## src/hdl/bertPkg.sv

```systemverilog
package bertPkg;

    //******************************
    // Bus geometry
    //******************************
    localparam int AddrWidth   = 8;
    localparam int DataWidth   = 16;
    localparam int SpaceWidth  = 4;
    localparam int OffsetWidth = AddrWidth - SpaceWidth;

    // Upper address nibble picks one of these
    localparam logic [SpaceWidth-1:0] SysSpace  = 4'd0;
    localparam logic [SpaceWidth-1:0] PnSpace   = 4'd1;
    localparam logic [SpaceWidth-1:0] BertSpace = 4'd2;

    //******************************
    // Register offsets
    //******************************
    localparam logic [OffsetWidth-1:0] SysVersionReg = 4'd0;
    localparam logic [OffsetWidth-1:0] SysControlReg = 4'd1;
    localparam logic [OffsetWidth-1:0] SysBertSelReg = 4'd2;
    localparam logic [OffsetWidth-1:0] SysOutSelReg  = 4'd3;

    localparam logic [OffsetWidth-1:0] PnRateReg   = 4'd0;
    localparam logic [OffsetWidth-1:0] PnInjectReg = 4'd1;

    localparam logic [OffsetWidth-1:0] BertStatusReg = 4'd0;
    localparam logic [OffsetWidth-1:0] BertBitsLoReg = 4'd1;
    localparam logic [OffsetWidth-1:0] BertBitsHiReg = 4'd2;
    localparam logic [OffsetWidth-1:0] BertErrsLoReg = 4'd3;
    localparam logic [OffsetWidth-1:0] BertErrsHiReg = 4'd4;
    localparam logic [OffsetWidth-1:0] BertClearReg  = 4'd5;

    localparam logic [DataWidth-1:0] VersionNumber = 16'h0a21;

    //******************************
    // Stream selectors
    //******************************
    localparam int MuxSelWidth  = 3;
    localparam int MuxSources   = 8;
    localparam int SrcPn        = 0;
    localparam int SrcSerial    = 1;
    localparam int SrcBertInput = 2;

    // x^15 + x^14 + 1
    localparam int PnLength = 15;
    localparam int PnTap    = 14;
    localparam logic [PnLength-1:0] PnSeed = '1;

    localparam int CountWidth = 32;

    // One bit per cycle where clkEn is high
    typedef struct packed {
        logic clkEn;
        logic data;
    } bitStream_t;

endpackage

```

## src/hdl/regIf.sv

```systemverilog
interface regIf;

    logic                              sel;
    logic                              wr;
    logic [bertPkg::OffsetWidth-1:0]   offset;
    logic [bertPkg::DataWidth-1:0]     wrData;
    // Combinational from the block and registered in the decoder
    logic [bertPkg::DataWidth-1:0]     rdData;

    modport ctrl (
        output sel,
        output wr,
        output offset,
        output wrData,
        input  rdData
    );

    modport regs (
        input  sel,
        input  wr,
        input  offset,
        input  wrData,
        output rdData
    );

endinterface

```

## src/hdl/bertChecker.sv

```systemverilog
module bertChecker (
    input  logic                  clk,
    input  logic                  rstN,
    input  logic                  enable,
    input  bertPkg::bitStream_t   stream,
    regIf.regs                    bus,
    output logic                  locked
);

    logic [bertPkg::PnLength-1:0]   lfsr;
    logic [bertPkg::PnLength-1:0]   fillMask;
    logic [bertPkg::CountWidth-1:0] bitCount;
    logic [bertPkg::CountWidth-1:0] errCount;
    logic                           accept;
    logic                           expected;
    logic                           clear;

    assign accept   = enable && stream.clkEn;
    assign clear    = bus.sel && bus.wr && (bus.offset == bertPkg::BertClearReg);
    assign expected = lfsr[bertPkg::PnLength-1] ^ lfsr[bertPkg::PnTap-1];

    // Lock after a full register of received bits
    assign locked = fillMask[bertPkg::PnLength-1];

    //******************************
    // Lock and compare
    //******************************
    always_ff @(posedge clk or negedge rstN) begin
        if (!rstN) begin
            lfsr     <= '0;
            fillMask <= '0;
        end else if (clear) begin
            fillMask <= '0;
        end else if (accept) begin
            if (!locked) begin
                // Load straight from the line
                lfsr     <= {lfsr[bertPkg::PnLength-2:0], stream.data};
                fillMask <= {fillMask[bertPkg::PnLength-2:0], 1'b1};
            end else begin
                // Free running on its own state
                lfsr <= {lfsr[bertPkg::PnLength-2:0], expected};
            end
        end
    end

    always_ff @(posedge clk or negedge rstN) begin
        if (!rstN) begin
            bitCount <= '0;
            errCount <= '0;
        end else if (clear) begin
            bitCount <= '0;
            errCount <= '0;
        end else if (accept && locked) begin
            bitCount <= bitCount + 1'b1;
            if (stream.data != expected) begin
                errCount <= errCount + 1'b1;
            end
        end
    end

    //******************************
    // Readback
    //******************************
    always_comb begin
        bus.rdData = '0;
        case (bus.offset)
            bertPkg::BertStatusReg: bus.rdData[0] = locked;
            bertPkg::BertBitsLoReg: bus.rdData = bitCount[bertPkg::DataWidth-1:0];
            bertPkg::BertBitsHiReg: begin
                bus.rdData = bitCount[bertPkg::CountWidth-1:bertPkg::DataWidth];
            end
            bertPkg::BertErrsLoReg: bus.rdData = errCount[bertPkg::DataWidth-1:0];
            bertPkg::BertErrsHiReg: begin
                bus.rdData = errCount[bertPkg::CountWidth-1:bertPkg::DataWidth];
            end
            default:                bus.rdData = '0;
        endcase
    end

endmodule

```

## src/hdl/bertSysTop.sv

```systemverilog
module bertSysTop (
    input  logic                            clk,
    input  logic                            rstN,
    input  logic [bertPkg::AddrWidth-1:0]   busAddr,
    input  logic                            busWr,
    input  logic                            busRd,
    input  logic [bertPkg::DataWidth-1:0]   busWrData,
    output logic [bertPkg::DataWidth-1:0]   busRdData,
    input  logic                            serClk,
    input  logic                            serData,
    output logic                            lineClkOut,
    output logic                            lineDataOut,
    output logic                            bertLocked
);

    regIf sysBus ();
    regIf pnBus ();
    regIf bertBus ();

    logic                            pnEnable;
    logic                            bertEnable;
    logic [bertPkg::MuxSelWidth-1:0] bertSel;
    logic [bertPkg::MuxSelWidth-1:0] outSel;

    bertPkg::bitStream_t serialStream;
    bertPkg::bitStream_t pnStream;
    bertPkg::bitStream_t bertStream;
    bertPkg::bitStream_t lineStream;
    bertPkg::bitStream_t bertSrc [bertPkg::MuxSources];
    bertPkg::bitStream_t lineSrc [bertPkg::MuxSources];

    //******************************
    // Bus and control registers
    //******************************
    busDecoder decoder (
        .clk(clk), .rstN(rstN),
        .busAddr(busAddr), .busWr(busWr), .busRd(busRd),
        .busWrData(busWrData), .busRdData(busRdData),
        .sysBus(sysBus), .pnBus(pnBus), .bertBus(bertBus)
    );

    sysRegs topRegs (
        .clk(clk), .rstN(rstN), .bus(sysBus),
        .pnEnable(pnEnable), .bertEnable(bertEnable),
        .bertSel(bertSel), .outSel(outSel)
    );

    //******************************
    // Stream sources
    //******************************
    serialInputSync serSync (
        .clk(clk), .rstN(rstN),
        .serClk(serClk), .serData(serData), .stream(serialStream)
    );

    pnGenerator pnGen (
        .clk(clk), .rstN(rstN), .enable(pnEnable),
        .bus(pnBus), .stream(pnStream)
    );

    // Unused selector inputs stay idle
    always_comb begin
        for (int i = 0; i < bertPkg::MuxSources; i++) begin
            bertSrc[i] = '0;
            lineSrc[i] = '0;
        end
        bertSrc[bertPkg::SrcPn]        = pnStream;
        bertSrc[bertPkg::SrcSerial]    = serialStream;
        lineSrc[bertPkg::SrcPn]        = pnStream;
        lineSrc[bertPkg::SrcSerial]    = serialStream;
        lineSrc[bertPkg::SrcBertInput] = bertStream;
    end

    //******************************
    // BERT and line output
    //******************************
    clockDataMux bertMux (
        .clk(clk), .rstN(rstN), .select(bertSel),
        .sources(bertSrc), .stream(bertStream)
    );

    bertChecker bert (
        .clk(clk), .rstN(rstN), .enable(bertEnable),
        .stream(bertStream), .bus(bertBus), .locked(bertLocked)
    );

    clockDataMux lineMux (
        .clk(clk), .rstN(rstN), .select(outSel),
        .sources(lineSrc), .stream(lineStream)
    );

    assign lineClkOut  = lineStream.clkEn;
    assign lineDataOut = lineStream.data;

endmodule

```

## src/hdl/busDecoder.sv

```systemverilog
module busDecoder (
    input  logic                            clk,
    input  logic                            rstN,
    input  logic [bertPkg::AddrWidth-1:0]   busAddr,
    input  logic                            busWr,
    input  logic                            busRd,
    input  logic [bertPkg::DataWidth-1:0]   busWrData,
    output logic [bertPkg::DataWidth-1:0]   busRdData,
    regIf.ctrl                              sysBus,
    regIf.ctrl                              pnBus,
    regIf.ctrl                              bertBus
);

    logic [bertPkg::SpaceWidth-1:0]  space;
    logic [bertPkg::OffsetWidth-1:0] offset;
    logic [bertPkg::DataWidth-1:0]   rdMux;

    assign space  = busAddr[bertPkg::AddrWidth-1:bertPkg::OffsetWidth];
    assign offset = busAddr[bertPkg::OffsetWidth-1:0];

    //******************************
    // Space decode
    //******************************
    assign sysBus.sel  = (space == bertPkg::SysSpace);
    assign pnBus.sel   = (space == bertPkg::PnSpace);
    assign bertBus.sel = (space == bertPkg::BertSpace);

    // Blocks qualify the strobe with their own sel
    assign sysBus.wr      = busWr;
    assign sysBus.offset  = offset;
    assign sysBus.wrData  = busWrData;
    assign pnBus.wr       = busWr;
    assign pnBus.offset   = offset;
    assign pnBus.wrData   = busWrData;
    assign bertBus.wr     = busWr;
    assign bertBus.offset = offset;
    assign bertBus.wrData = busWrData;

    //******************************
    // Read data mux
    //******************************
    always_comb begin
        case (space)
            bertPkg::SysSpace:  rdMux = sysBus.rdData;
            bertPkg::PnSpace:   rdMux = pnBus.rdData;
            bertPkg::BertSpace: rdMux = bertBus.rdData;
            default:            rdMux = '0;
        endcase
    end

    // Held until the next read
    always_ff @(posedge clk or negedge rstN) begin
        if (!rstN) begin
            busRdData <= '0;
        end else if (busRd) begin
            busRdData <= rdMux;
        end
    end

endmodule

```

## src/hdl/clockDataMux.sv

```systemverilog
module clockDataMux (
    input  logic                              clk,
    input  logic                              rstN,
    input  logic [bertPkg::MuxSelWidth-1:0]   select,
    input  bertPkg::bitStream_t               sources [bertPkg::MuxSources],
    output bertPkg::bitStream_t               stream
);

    // Enable and data move as one word so they never skew
    always_ff @(posedge clk or negedge rstN) begin
        if (!rstN) begin
            stream <= '0;
        end else begin
            stream <= sources[select];
        end
    end

endmodule

```

## src/hdl/pnGenerator.sv

```systemverilog
module pnGenerator (
    input  logic                  clk,
    input  logic                  rstN,
    input  logic                  enable,
    regIf.regs                    bus,
    output bertPkg::bitStream_t   stream
);

    logic [bertPkg::DataWidth-1:0] rate;
    logic [bertPkg::DataWidth-1:0] rateCount;
    logic [bertPkg::PnLength-1:0]  lfsr;
    logic                          feedback;
    logic                          tick;
    logic                          injectArm;
    logic                          rateWrite;
    logic                          injectWrite;

    assign rateWrite   = bus.sel && bus.wr && (bus.offset == bertPkg::PnRateReg);
    assign injectWrite = bus.sel && bus.wr && (bus.offset == bertPkg::PnInjectReg);

    //******************************
    // Registers
    //******************************
    always_ff @(posedge clk or negedge rstN) begin
        if (!rstN) begin
            rate      <= '0;
            injectArm <= 1'b0;
        end else begin
            if (rateWrite) begin
                rate <= bus.wrData;
            end
            // A new request wins over the bit that consumes the old one
            if (injectWrite) begin
                injectArm <= 1'b1;
            end else if (tick) begin
                injectArm <= 1'b0;
            end
        end
    end

    always_comb begin
        bus.rdData = '0;
        case (bus.offset)
            bertPkg::PnRateReg:   bus.rdData = rate;
            bertPkg::PnInjectReg: bus.rdData[0] = injectArm;
            default:              bus.rdData = '0;
        endcase
    end

    // Bit rate divider with the first bit right after enable
    assign tick = enable && (rateCount == '0);

    always_ff @(posedge clk or negedge rstN) begin
        if (!rstN) begin
            rateCount <= '0;
        end else if (!enable) begin
            rateCount <= '0;
        end else if (tick) begin
            rateCount <= rate;
        end else begin
            rateCount <= rateCount - 1'b1;
        end
    end

    //******************************
    // PN15 sequence
    //******************************
    assign feedback = lfsr[bertPkg::PnLength-1] ^ lfsr[bertPkg::PnTap-1];

    always_ff @(posedge clk or negedge rstN) begin
        if (!rstN) begin
            lfsr   <= bertPkg::PnSeed;
            stream <= '0;
        end else begin
            stream.clkEn <= tick;
            if (tick) begin
                lfsr        <= {lfsr[bertPkg::PnLength-2:0], feedback};
                // Error goes on the wire only and the lfsr stays clean
                stream.data <= feedback ^ injectArm;
            end
        end
    end

endmodule

```

## src/hdl/serialInputSync.sv

```systemverilog
module serialInputSync (
    input  logic                  clk,
    input  logic                  rstN,
    input  logic                  serClk,
    input  logic                  serData,
    output bertPkg::bitStream_t   stream
);

    // Two flop synchronizers keep data in step with the clock
    logic [1:0] clkSync;
    logic [1:0] dataSync;
    logic       clkPrev;
    logic       clkRise;

    always_ff @(posedge clk or negedge rstN) begin
        if (!rstN) begin
            clkSync  <= '0;
            dataSync <= '0;
            clkPrev  <= 1'b0;
        end else begin
            clkSync  <= {clkSync[0], serClk};
            dataSync <= {dataSync[0], serData};
            clkPrev  <= clkSync[1];
        end
    end

    assign clkRise = clkSync[1] && !clkPrev;

    // One clk wide enable per serial clock edge
    always_ff @(posedge clk or negedge rstN) begin
        if (!rstN) begin
            stream <= '0;
        end else begin
            stream.clkEn <= clkRise;
            if (clkRise) begin
                stream.data <= dataSync[1];
            end
        end
    end

endmodule

```

## src/hdl/sysRegs.sv

```systemverilog
module sysRegs (
    input  logic                              clk,
    input  logic                              rstN,
    regIf.regs                                bus,
    output logic                              pnEnable,
    output logic                              bertEnable,
    output logic [bertPkg::MuxSelWidth-1:0]   bertSel,
    output logic [bertPkg::MuxSelWidth-1:0]   outSel
);

    logic write;

    assign write = bus.sel && bus.wr;

    //******************************
    // Control and select registers
    //******************************
    always_ff @(posedge clk or negedge rstN) begin
        if (!rstN) begin
            pnEnable   <= 1'b0;
            bertEnable <= 1'b0;
            bertSel    <= '0;
            outSel     <= '0;
        end else if (write) begin
            case (bus.offset)
                bertPkg::SysControlReg: begin
                    pnEnable   <= bus.wrData[0];
                    bertEnable <= bus.wrData[1];
                end
                bertPkg::SysBertSelReg: begin
                    bertSel <= bus.wrData[bertPkg::MuxSelWidth-1:0];
                end
                bertPkg::SysOutSelReg: begin
                    outSel <= bus.wrData[bertPkg::MuxSelWidth-1:0];
                end
                default: begin
                    // Version is read only
                end
            endcase
        end
    end

    // Readback
    always_comb begin
        bus.rdData = '0;
        case (bus.offset)
            bertPkg::SysVersionReg: bus.rdData = bertPkg::VersionNumber;
            bertPkg::SysControlReg: begin
                bus.rdData[0] = pnEnable;
                bus.rdData[1] = bertEnable;
            end
            bertPkg::SysBertSelReg: bus.rdData[bertPkg::MuxSelWidth-1:0] = bertSel;
            bertPkg::SysOutSelReg:  bus.rdData[bertPkg::MuxSelWidth-1:0] = outSel;
            default:                bus.rdData = '0;
        endcase
    end

endmodule

```

## config.mk

```make
export PLATFORM = sky130hd
export DESIGN_NAME = bertSysTop
export DESIGN_NICKNAME = d
export VERILOG_FILES = /design/src/hdl/bertPkg.sv /design/src/hdl/regIf.sv /design/src/hdl/bertChecker.sv /design/src/hdl/bertSysTop.sv /design/src/hdl/busDecoder.sv /design/src/hdl/clockDataMux.sv /design/src/hdl/pnGenerator.sv /design/src/hdl/serialInputSync.sv /design/src/hdl/sysRegs.sv
export SDC_FILE = /design/constraint.sdc
export NUM_CORES = 1
export LEC_CHECK = 0
export ABC_AREA = 1
export BUFFER_PORTS_ARGS = -buffer_cell sky130_fd_sc_hd__buf_2
export CORE_MARGIN = 8
export CORE_UTILIZATION = 55
export DETAILED_ROUTE_END_ITERATION = 10
export GPL_TIMING_DRIVEN = 0
export PLACE_DENSITY = 0.77
export REMOVE_ABC_BUFFERS = 1
export SETUP_SLACK_MARGIN = 0.4
export SLEW_MARGIN = 10
export SYNTH_ARGS = -nofsm -noshare
export SYNTH_HDL_FRONTEND = slang
export SYNTH_SLANG_ARGS = --single-unit
```

## constraint.sdc

```tcl
create_clock -name clk -period 2 [get_ports clk]
set_input_delay 0 -clock clk [delete_from_list [all_inputs] [get_ports clk]]
set_output_delay 0 -clock clk [all_outputs]
set_load 0.005 [all_outputs]
```

==> results of run 1 <==
-- metrics by stage --
step / hold slack (ns) / instance area [sq um]
finish: 0.0433 / 11900
global route: 0.0857 / 11900
CTS: 0.0279 / 11300
detailed placement: 0.0494 / 10100
global placement: 0.110 / 10100
floorplan: -0.296 / 9580
-- state kept, by name (all words and copies together), names as in the netlist --
register and cells:
bert.bitCount 32, bert.errCount 32, bert.fillMask 15, bert.lfsr 15
bertMux.stream 2, decoder.busRdData 16, lineMux.stream 2, pnGen.injectArm 1
pnGen.lfsr 15, pnGen.rate 16, pnGen.rateCount 16, pnGen.stream 2
serSync.clkPrev 1, serSync.clkSync 2, serSync.dataSync 2, serSync.stream 2
topRegs.bertEnable 1, topRegs.bertSel 3, topRegs.outSel 3, topRegs.pnEnable 1
-- final cells by class --
type                            count  area (sq um)  area share, %
Clock inverter                     13           138           1.16
Timing Repair Buffer              112           833           7.02
Sequential cell                   179          4510           38.0
Multi-Input combinational cell   1014          5120           43.1
Tap cell                          225           282           2.37
Clock buffer                       19           443           3.73
Inverter                          136           538           4.53
Timing Repair inverter              1          8.76         0.0738
-- timing repair --
action                                  CTS  global route
gates cloned                              6             3
gates resized for setup                  48           113
pin swaps                                 8            33
endpoints found under the hold margin   121             0
hold buffers                             22             0
buffers inserted                         14            27
endpoints found under the setup margin  129           113
-- power by group --
part	switching [uW]	internal [uW]	total [uW]
logic	1510	951	2460
clock network	1600	1800	3410
registers	318	3890	4210
total	3440	6640	10100
-- worst max-delay path by stage --
stage,startpoint,endpoint,slack (ns)
6_report,pnGen.rateCount[0],pnGen.rateCount[2],0.27
5_1_grt,pnGen.rateCount[5],pnGen.rateCount[0],0.19
4_1_cts,topRegs.bertEnable,bert.errCount[3],0.39
3_5_place_dp,busAddr[3],pnGen.rate[14],-0.65
3_3_place_gp,rstN,pnGen.rateCount[7],-1.95
2_1_floorplan,busAddr[3],pnGen.rate[0],0.12
-- kinds of logic after synthesis --
logic type      Yosys count  synth area share [%]
compound gates          176                  9.55
xor+xnor                 18                  1.61
fa+ha+maj                 4                 0.511
buf+inv                 174                  7.33
flops                   179                  45.9
mux                      12                  1.38
simple gates            796                  33.7
-- cell usage in the layout, fill, tap and decap left out, types with 3 or more instances in the layout --
cell | netlist | routed
nor2_1 | 226 | 193
xor2_1 | 16 | 15
mux2_2 | 12 | 12
inv_8 | 0 | 4
dfrtp_1 | 164 | 152
o21ai_2 | 1 | 6
ha_4 | 0 | 4
nand4_1 | 32 | 32
inv_6 | 0 | 10
nor3_4 | 0 | 3
o31ai_1 | 3 | 3
nand3_2 | 3 | 9
clkbuf_16 | 0 | 17
dlygate4sd3_1 | 0 | 22
nand2_2 | 4 | 21
buf_6 | 3 | 4
nand2_1 | 419 | 399
o21ai_0 | 89 | 74
dfstp_2 | 15 | 15
nand3_1 | 90 | 81
nor3_1 | 9 | 6
clkinvlp_4 | 0 | 3
buf_2 | 19 | 47
nand2_4 | 2 | 5
nor2_2 | 4 | 26
buf_4 | 5 | 36
o22ai_1 | 15 | 14
o21ai_1 | 5 | 15
nand2_8 | 1 | 3
dfrtp_2 | 0 | 12
nor2_4 | 4 | 16
inv_1 | 128 | 120
nand3_4 | 0 | 8
a21oi_2 | 1 | 6
a21oi_1 | 54 | 49
inv_2 | 8 | 10
-- tightest hold or removal path, delay by kind of cell --
family	cells	cell delay, ns
AOI/OAI and AO/OA	1	0.09
and+or+nand+nor	2	0.21
buffers and inverters	1	0.15
-- layer usage --
| layer | vias up | part of all wire (%) | global-route usage [%] |
|---|---|---|---|
| li1 | 4557 | - | - |
| met2 | 474 | 47 | 41.0 |
| met4 | 0 | 4.1 | 9.34 |
| met3 | 110 | 8.2 | 5.23 |
| met1 | 4560 | 40 | 33.9 |
| met5 | - | 0 | 0 |
==> metrics.json, run 1 <==
{
  "sta": {
    "worst_slack_ns": 0.267,
    "finalCritPeriodShare_pct": 86.6,
    "setup_violations_final": 0,
    "tightestPinTransition_ns": 0.767,
    "maxClockFrequency_mhz": 577,
    "finalWorstPathRequiredPeriod_ns": 1.73,
    "grt_setup_unrepaired": "true",
    "timing_hold_violations_final": 0,
    "final_report_max_slew_violation_count": 0,
    "finClkSkew_ns": 0.00907,
    "totalNegativeSetupSlack_ns": 0,
    "timing.slew.headroom_pct": 48.8
  },
  "worst_setup_path": {
    "critical_path_peak_fanout": 6,
    "reg2reg_depth": 9,
    "worst-r2r-setup-slack_ns": 0.27,
    "worst_path_dominant_cell_family": "simple AND/OR/NAND/NOR gates",
    "path_buf_inv": 3,
    "path_cells": "inv_2 -> ha_4 -> nand2_4 -> nor3_4 -> buf_4 -> buf_6 -> nand3_4 -> o21ai_0 -> nor2_1",
    "timing.rr.start": "pnGen.rateCount[0]",
    "number_of_cells_on_the_critical_path": 9,
    "worst-endpoint-arrival_ns": 2.06,
    "critical_path_required_ns": 2.32,
    "worst-setup-path-type": "register to register",
    "timing.critical_path.to_type": "register",
    "r2r_end": "pnGen.rateCount[2]",
    "timing.critical_path.slowest_cell_delay_ns": 0.42,
    "crit_path_top_delay_cell": "dfrtp_1",
    "startpoint_type": "register"
  },
  "worst_hold_path": {
    "hold_path.startpoint": "busWr",
    "timing.hold.worst.class": "input pin to register",
    "worst_hold_path_depth": 4,
    "min_delay_worst_endpoint": "topRegs.bertSel[0]"
  },
  "routing": {
    "route.detailed.wl_per_inst_um": 17.8,
    "drt_iter0_drc": 1026,
    "vias": 9701,
    "routed_via_density": 5.71,
    "detail_route.drc_violations": 0,
    "drt_pre_antenna_iters": 6,
    "drtAntennaViolNets": 0,
    "wirelength_um": 30300
  },
  "synthesis": {
    "synth_async_sr_flop_share_pct": 100,
    "synth_area_per_cell_sq_um": 7.21,
    "synth_seq_cells": 179,
    "yosys-top-cells-count": "nand2_1, nor2_1, dfrtp_1, inv_1, nand3_1",
    "synthDominantCellAreaShare_pct": 41.9,
    "synthMostInstantiatedCell": "nand2_1",
    "yosysUniqueCellTypes": 37,
    "synthesis.instances": 1359,
    "synth.top_cells.by_area": "dfrtp_1, nand2_1, nor2_1",
    "synthesis.yosys.warnings": 0,
    "yosys_most_used_dff": "dfrtp_1",
    "synth-edff-count": 0,
    "post_synth_instance_area_sq_um": 9790,
    "seq_area_frac_synth_pct": 45.9,
    "yosysTopAreaCell": "dfrtp_1"
  },
  "pwr": {
    "cellPowerDensity_nw_per_um2": 849,
    "totalPowerFinal_uw": 10100,
    "power.static_leakage_uw": 0.00549,
    "ir_drop_v": 0.000790
  },
  "floorplan": {
    "chipHeight_um": 149,
    "design.die.area_sq_um": 22300,
    "num_rows": 48,
    "floorplan.die.width_um": 149,
    "io_pins": 49,
    "starting_density_of_the_core_pct": 56.4,
    "floorplan.core_area_sq_um": 17400
  },
  "finish": {
    "final.fill_count": 1415,
    "layout-drive-gt1-share_pct": 19.5,
    "flow.area_growth_from_synthesis_pct": 21.3,
    "utilization_pct": 68.4,
    "layout.nets": 1495,
    "insertedDiodeCount": 0,
    "final-instance-count-excl-fill": 1699
  },
  "clock_network": {
    "cts.clk_slew.worst_paths_ns": 0.08,
    "cts-htree-levels": 4,
    "clockRootBuffer": "clkbuf_16",
    "cts_tree": "yes",
    "clk_latency_ns": 0.44,
    "tritoncts.num_buffers": 17,
    "ctsLongestPathBuffers": 2,
    "clock_sink_count": 179
  },
  "place": {
    "hpwlAfterDp_um": 18400,
    "place_worst_setup_slack_ns": -0.653,
    "post-place-cells": 1595,
    "buffer_ports.inserted": 48,
    "finalWeightedCongestion": 0.950
  },
  "global_routing": {
    "via_count_of_the_first_global_routing_pass": 8764,
    "initial_antenna_violation_count": 0,
    "grt_overflow_total": 0,
    "grt_usage_pct": 25.6,
    "global_route_wire_length_before_repair_um": 45100,
    "grt_start_max_net_pins": 93
  },
  "run": {
    "cap_viol_max_count": 0
  },
  "outcome": {
    "outcome": "complete, no violations"
  }
}
No activity file was read; power rests on OpenSTA's default activity.
==> run 2, diff against run 1 <==
--- a/config.mk
+++ b/config.mk
@@ -5,7 +5,6 @@
 export SDC_FILE = /design/constraint.sdc
 export NUM_CORES = 1
 export LEC_CHECK = 0
-export ABC_AREA = 1
 export BUFFER_PORTS_ARGS = -buffer_cell sky130_fd_sc_hd__buf_2
 export CORE_MARGIN = 8
 export CORE_UTILIZATION = 55
==> metrics.json, run 2 <==
{
  "synthesis": {
    "synth-edff-count": {"value": 0, "change": "unchanged"},
    "yosys_most_used_dff": "dfrtp_1",
    "yosysUniqueCellTypes": {"value": 53, "change": "+43%"},
    "synth_seq_cells": {"value": 179, "change": "unchanged"},
    "synth_async_sr_flop_share": {"value": 100, "unit": "%", "change": "unchanged"},
    "yosys-top-cells-count": "dfrtp_1, nor2_1, nand2_1, a21oi_1, mux2_2",
    "synthMuxAreaShare": {"value": 9.80, "unit": "%", "change": "+8.4 points"},
    "seq_area_frac_synth": {"value": 51.8, "unit": "%", "change": "+5.9 points"},
    "synthMostInstantiatedCell": "dfrtp_1",
    "synth-compound-area-share": {"value": 11.3, "unit": "%", "change": "+1.8 points"},
    "synthesis.yosys.warnings": {"value": 0, "change": "unchanged"},
    "post_synth_fa_ha_maj_area_fraction": {"value": 0.576, "unit": "%", "change": "+0.065 points"},
    "yosysTopAreaCell": "dfrtp_1",
    "synth.top_cells.by_area": "dfrtp_1, mux2_2, dfstp_2",
    "synth_area_per_cell": {"value": 10.2, "unit": "sq um", "change": "+42%"},
    "post_synth_instance_area": {"value": 8680, "unit": "sq um", "change": "-11%"},
    "synth_top_family_by_area": "simple AND/OR/NAND/NOR gates",
    "synth_simple_gate_area_share": {"value": 17.6, "unit": "%", "change": "-16 points"},
    "synth_xor_xnor_area_share": {"value": 6.21, "unit": "%", "change": "+4.6 points"},
    "synthesis.instances": {"value": 849, "change": "-38%"},
    "synthDominantCellAreaShare": {"value": 47.3, "unit": "%", "change": "+5.3 points"}
  },
  "worst_setup_path": {
    "timing.critical_path.slowest_cell_delay": {"value": 0.56, "unit": "ns", "change": "+0.14 ns"},
    "crit_path_start": "pnGen.rateCount[10]",
    "critical_path_required": {"value": 2.37, "unit": "ns", "change": "+0.05 ns"},
    "startpoint_type": "register",
    "worst-r2r-setup-slack": {"value": -0.15, "unit": "ns", "change": "-0.42 ns"},
    "worst-endpoint-arrival": {"value": 2.52, "unit": "ns", "change": "+0.46 ns"},
    "path_cells": "or4_4 -> nor4_4 -> nand3_4 -> buf_6 -> inv_8 -> mux2_4",
    "reg2reg_depth": {"value": 6, "change": "-3"},
    "worst-setup-path-type": "register to register",
    "crit_path_top_delay_cell": "or4_4",
    "worst_path_dominant_cell_family": "simple AND/OR/NAND/NOR gates",
    "path_buf_inv": {"value": 2, "change": "-1"},
    "timing.rr.start": "pnGen.rateCount[10]",
    "critical_path_peak_fanout": {"value": 5, "change": "-1"},
    "r2r_end": "pnGen.lfsr[1]",
    "timing.critical_path.to_type": "register"
  },
  "sta": {
    "finalCritPeriodShare": {"value": 107, "unit": "%", "change": "+21 points"},
    "grt_setup_unrepaired": "true",
    "final_report_max_slew_violation_count": {"value": 0, "change": "unchanged"},
    "finalWorstPathRequiredPeriod": {"value": 2.15, "unit": "ns", "change": "+0.417 ns"},
    "setup_violations_final": {"value": 37, "change": "+37"},
    "timing_hold_violations_final": {"value": 0, "change": "unchanged"},
    "maxClockFrequency": {"value": 465, "unit": "MHz", "change": "-19%"},
    "finClkSkew": {"value": 0.0116, "unit": "ns", "change": "+0.00249 ns"},
    "timing.slew.headroom": {"value": 50.6, "unit": "%", "change": "+1.8 points"},
    "worst_slack": {"value": -0.150, "unit": "ns", "change": "-0.417 ns"},
    "tightestPinTransition": {"value": 0.737, "unit": "ns", "change": "-0.0294 ns"}
  },
  "finish": {
    "final_common_cell": "dfrtp_1",
    "layout-drive-gt1-share": {"value": 38.2, "unit": "%", "change": "+19 points"},
    "flow.area_growth_from_synthesis_pct": 35.6,
    "finish.instance_area": {"value": 11800, "unit": "sq um", "change": "-0.83%"},
    "sequential_cell_area": {"value": 4510, "unit": "sq um", "change": "about the same"},
    "top_regs": "bert.bitCount (32), bert.errCount (32)",
    "multiInputGateArea": {"value": 4770, "unit": "sq um", "change": "-6.8%"},
    "final.fill_count": {"value": 827, "change": "-42%"},
    "layout_common_cells": "dfrtp_1, nor2_1, buf_4",
    "layout.nets": {"value": 1042, "change": "-30%"}
  },
  "outcome": {
    "outcome": "finished, violations left",
    "failed_checks": "setup timing"
  },
  "worst_hold_path": {
    "worst_hold_path_depth": {"value": 2, "change": "-2"},
    "min_delay_worst_endpoint": "pnGen.injectArm",
    "hold_path.startpoint": "busAddr[4]",
    "timing.hold.worst.class": "input pin to register"
  },
  "global_routing": {
    "grt_usage": {"value": 26.5, "unit": "%", "change": "+0.87 points"},
    "grt_overflow_total": {"value": 0, "change": "unchanged"},
    "global_route_wire_length_before_repair": {"value": 41900, "unit": "um", "change": "-7.2%"},
    "initial_antenna_violation_count": {"value": 0, "change": "unchanged"},
    "via_count_of_the_first_global_routing_pass": {"value": 7784, "change": "-11%"},
    "grt_start_max_net_pins": {"value": 105, "change": "+13%"}
  },
  "floorplan": {
    "floorplan.core_area": {"value": 15700, "unit": "sq um", "change": "-9.8%"},
    "io_pins": {"value": 49, "change": "unchanged"},
    "num_rows": {"value": 46, "change": "-4.2%"},
    "chipHeight": {"value": 142, "unit": "um", "change": "-5.2%"},
    "starting_density_of_the_core": {"value": 55.5, "unit": "%", "change": "-0.94 points"},
    "floorplan.die.width": {"value": 142, "unit": "um", "change": "-5.2%"},
    "design.die.area": {"value": 20100, "unit": "sq um", "change": "-10%"}
  },
  "clock_network": {
    "cts-htree-levels": {"value": 4, "change": "unchanged"},
    "cts_tree": "yes",
    "clk_latency": {"value": 0.45, "unit": "ns", "change": "about the same"},
    "tritoncts.num_buffers": {"value": 17, "change": "unchanged"},
    "clock_sink_count": {"value": 179, "change": "unchanged"},
    "ctsLongestPathBuffers": {"value": 2, "change": "unchanged"},
    "cts.clk_slew.worst_paths": {"value": 0.07, "unit": "ns", "change": "about the same"},
    "clockRootBuffer": "clkbuf_16"
  },
  "place": {
    "hpwlAfterDp": {"value": 13400, "unit": "um", "change": "-27%"},
    "placement.cell_area": {"value": 9150, "unit": "sq um", "change": "-9.8%"},
    "buffer_ports.inserted": {"value": 48, "change": "unchanged"},
    "finalWeightedCongestion": {"value": 0.872, "change": "-8.2%"}
  },
  "pwr": {
    "power.static_leakage": {"value": 0.00506, "unit": "uW", "change": "-7.8%"},
    "totalPowerFinal": {"value": 9350, "unit": "uW", "change": "-7.3%"},
    "cellPowerDensity": {"value": 794, "unit": "nW/um^2", "change": "-6.5%"},
    "ir_drop": {"value": 0.000586, "unit": "V", "change": "-26%"}
  },
  "routing": {
    "drtAntennaViolNets": {"value": 0, "change": "unchanged"},
    "vias": {"value": 8264, "change": "-15%"},
    "routed_via_density": {"value": 6.68, "change": "+17%"},
    "route.detailed.wl_per_inst": {"value": 24.3, "unit": "um", "change": "+37%"},
    "drt_iter0_drc": {"value": 1164, "change": "+13%"},
    "wirelength": {"value": 30100, "unit": "um", "change": "-0.36%"},
    "drt_pre_antenna_iters": {"value": 7, "change": "+1"},
    "detail_route.drc_violations": {"value": 0, "change": "unchanged"}
  },
  "run": {
    "cap_viol_max_count": {"value": 0, "change": "unchanged"}
  }
}
run 2: metal layers:
| layer | track usage [%] | part of all wire [%] | vias up |
|---|---|---|---|
| li1 | - | - | 3375 |
| met1 | 32.0 | 35 | 4025 |
| met2 | 45.1 | 48 | 614 |
| met3 | 5.91 | 8.9 | 250 |
| met4 | 10.9 | 7.7 | 0 |
| met5 | 0 | 0 | - |
run 2: timing repair:
action / in CTS / in global routing
gates cloned: 5 / 0
pin swaps: 61 / 51
setup endpoints to repair: 140 / 121
hold endpoints to repair: 104 / 0
setup buffers: 85 / 19
hold buffers: 23 / 0
gates resized for setup: 141 / 96
run 2: per-stage QoR:
step	cells	hold slack, ns	util (%)	setup slack [ns]	TNS, ns
floorplan	803	-0.296	-	-1.44	-93.11
global placement	1067	0.107	57.6	-2.87	-565.87
detailed placement	1073	-0.00664	58.5	-1.47	-82.10
CTS	1218	0.000675	71.6	-0.114	-1.30
global route	1237	0.0754	75.2	-0.179	-4.03
finish	1238	0.0594	75.2	-0.150	-2.59
run 2: cell type report:
cell class	instances	share of cell area, %
clock inverters	8	0.478
clock buffers	24	4.63
flip-flops and latches	179	38.3
repair buffers	181	13.0
diodes	1	0.0212
well taps	216	2.29
repair inverters	2	0.191
multi-input cells	613	40.5
inverters	14	0.510
run 2: worst register-to-register path, cell delays in order (launching register included):
cell and delay (ns):
dfrtp_1 0.40, or4_4 0.56, nor4_4 0.29, nand3_4 0.24, buf_6 0.20, inv_8 0.07
mux2_4 0.31
run 2: power by group:
group | switching, uW | internal [uW] | total [uW]
sequential | 208 | 3810 | 4020
combinational | 1110 | 793 | 1900
clock | 1510 | 1930 | 3430
total | 2820 | 6530 | 9350
run 2: cell families after synthesis:
kind of cell    Yosys count
compound gates          158
xor+xnor                 60
fa+ha+maj                 4
buf+inv                  60
flops                   179
mux                      78
simple gates            310
run 2: worst max-delay path by stage:
| stage | to | depth (start not counted) |
|---|---|---|
| 6_report | pnGen.lfsr[1] | 6 |
| 5_1_grt | pnGen.lfsr[1] | 6 |
| 4_1_cts | pnGen.lfsr[13] | 6 |
| 3_5_place_dp | pnGen.lfsr[13] | 5 |
| 3_3_place_gp | bert.lfsr[7] | 5 |
| 2_1_floorplan | bert.lfsr[0] | 4 |
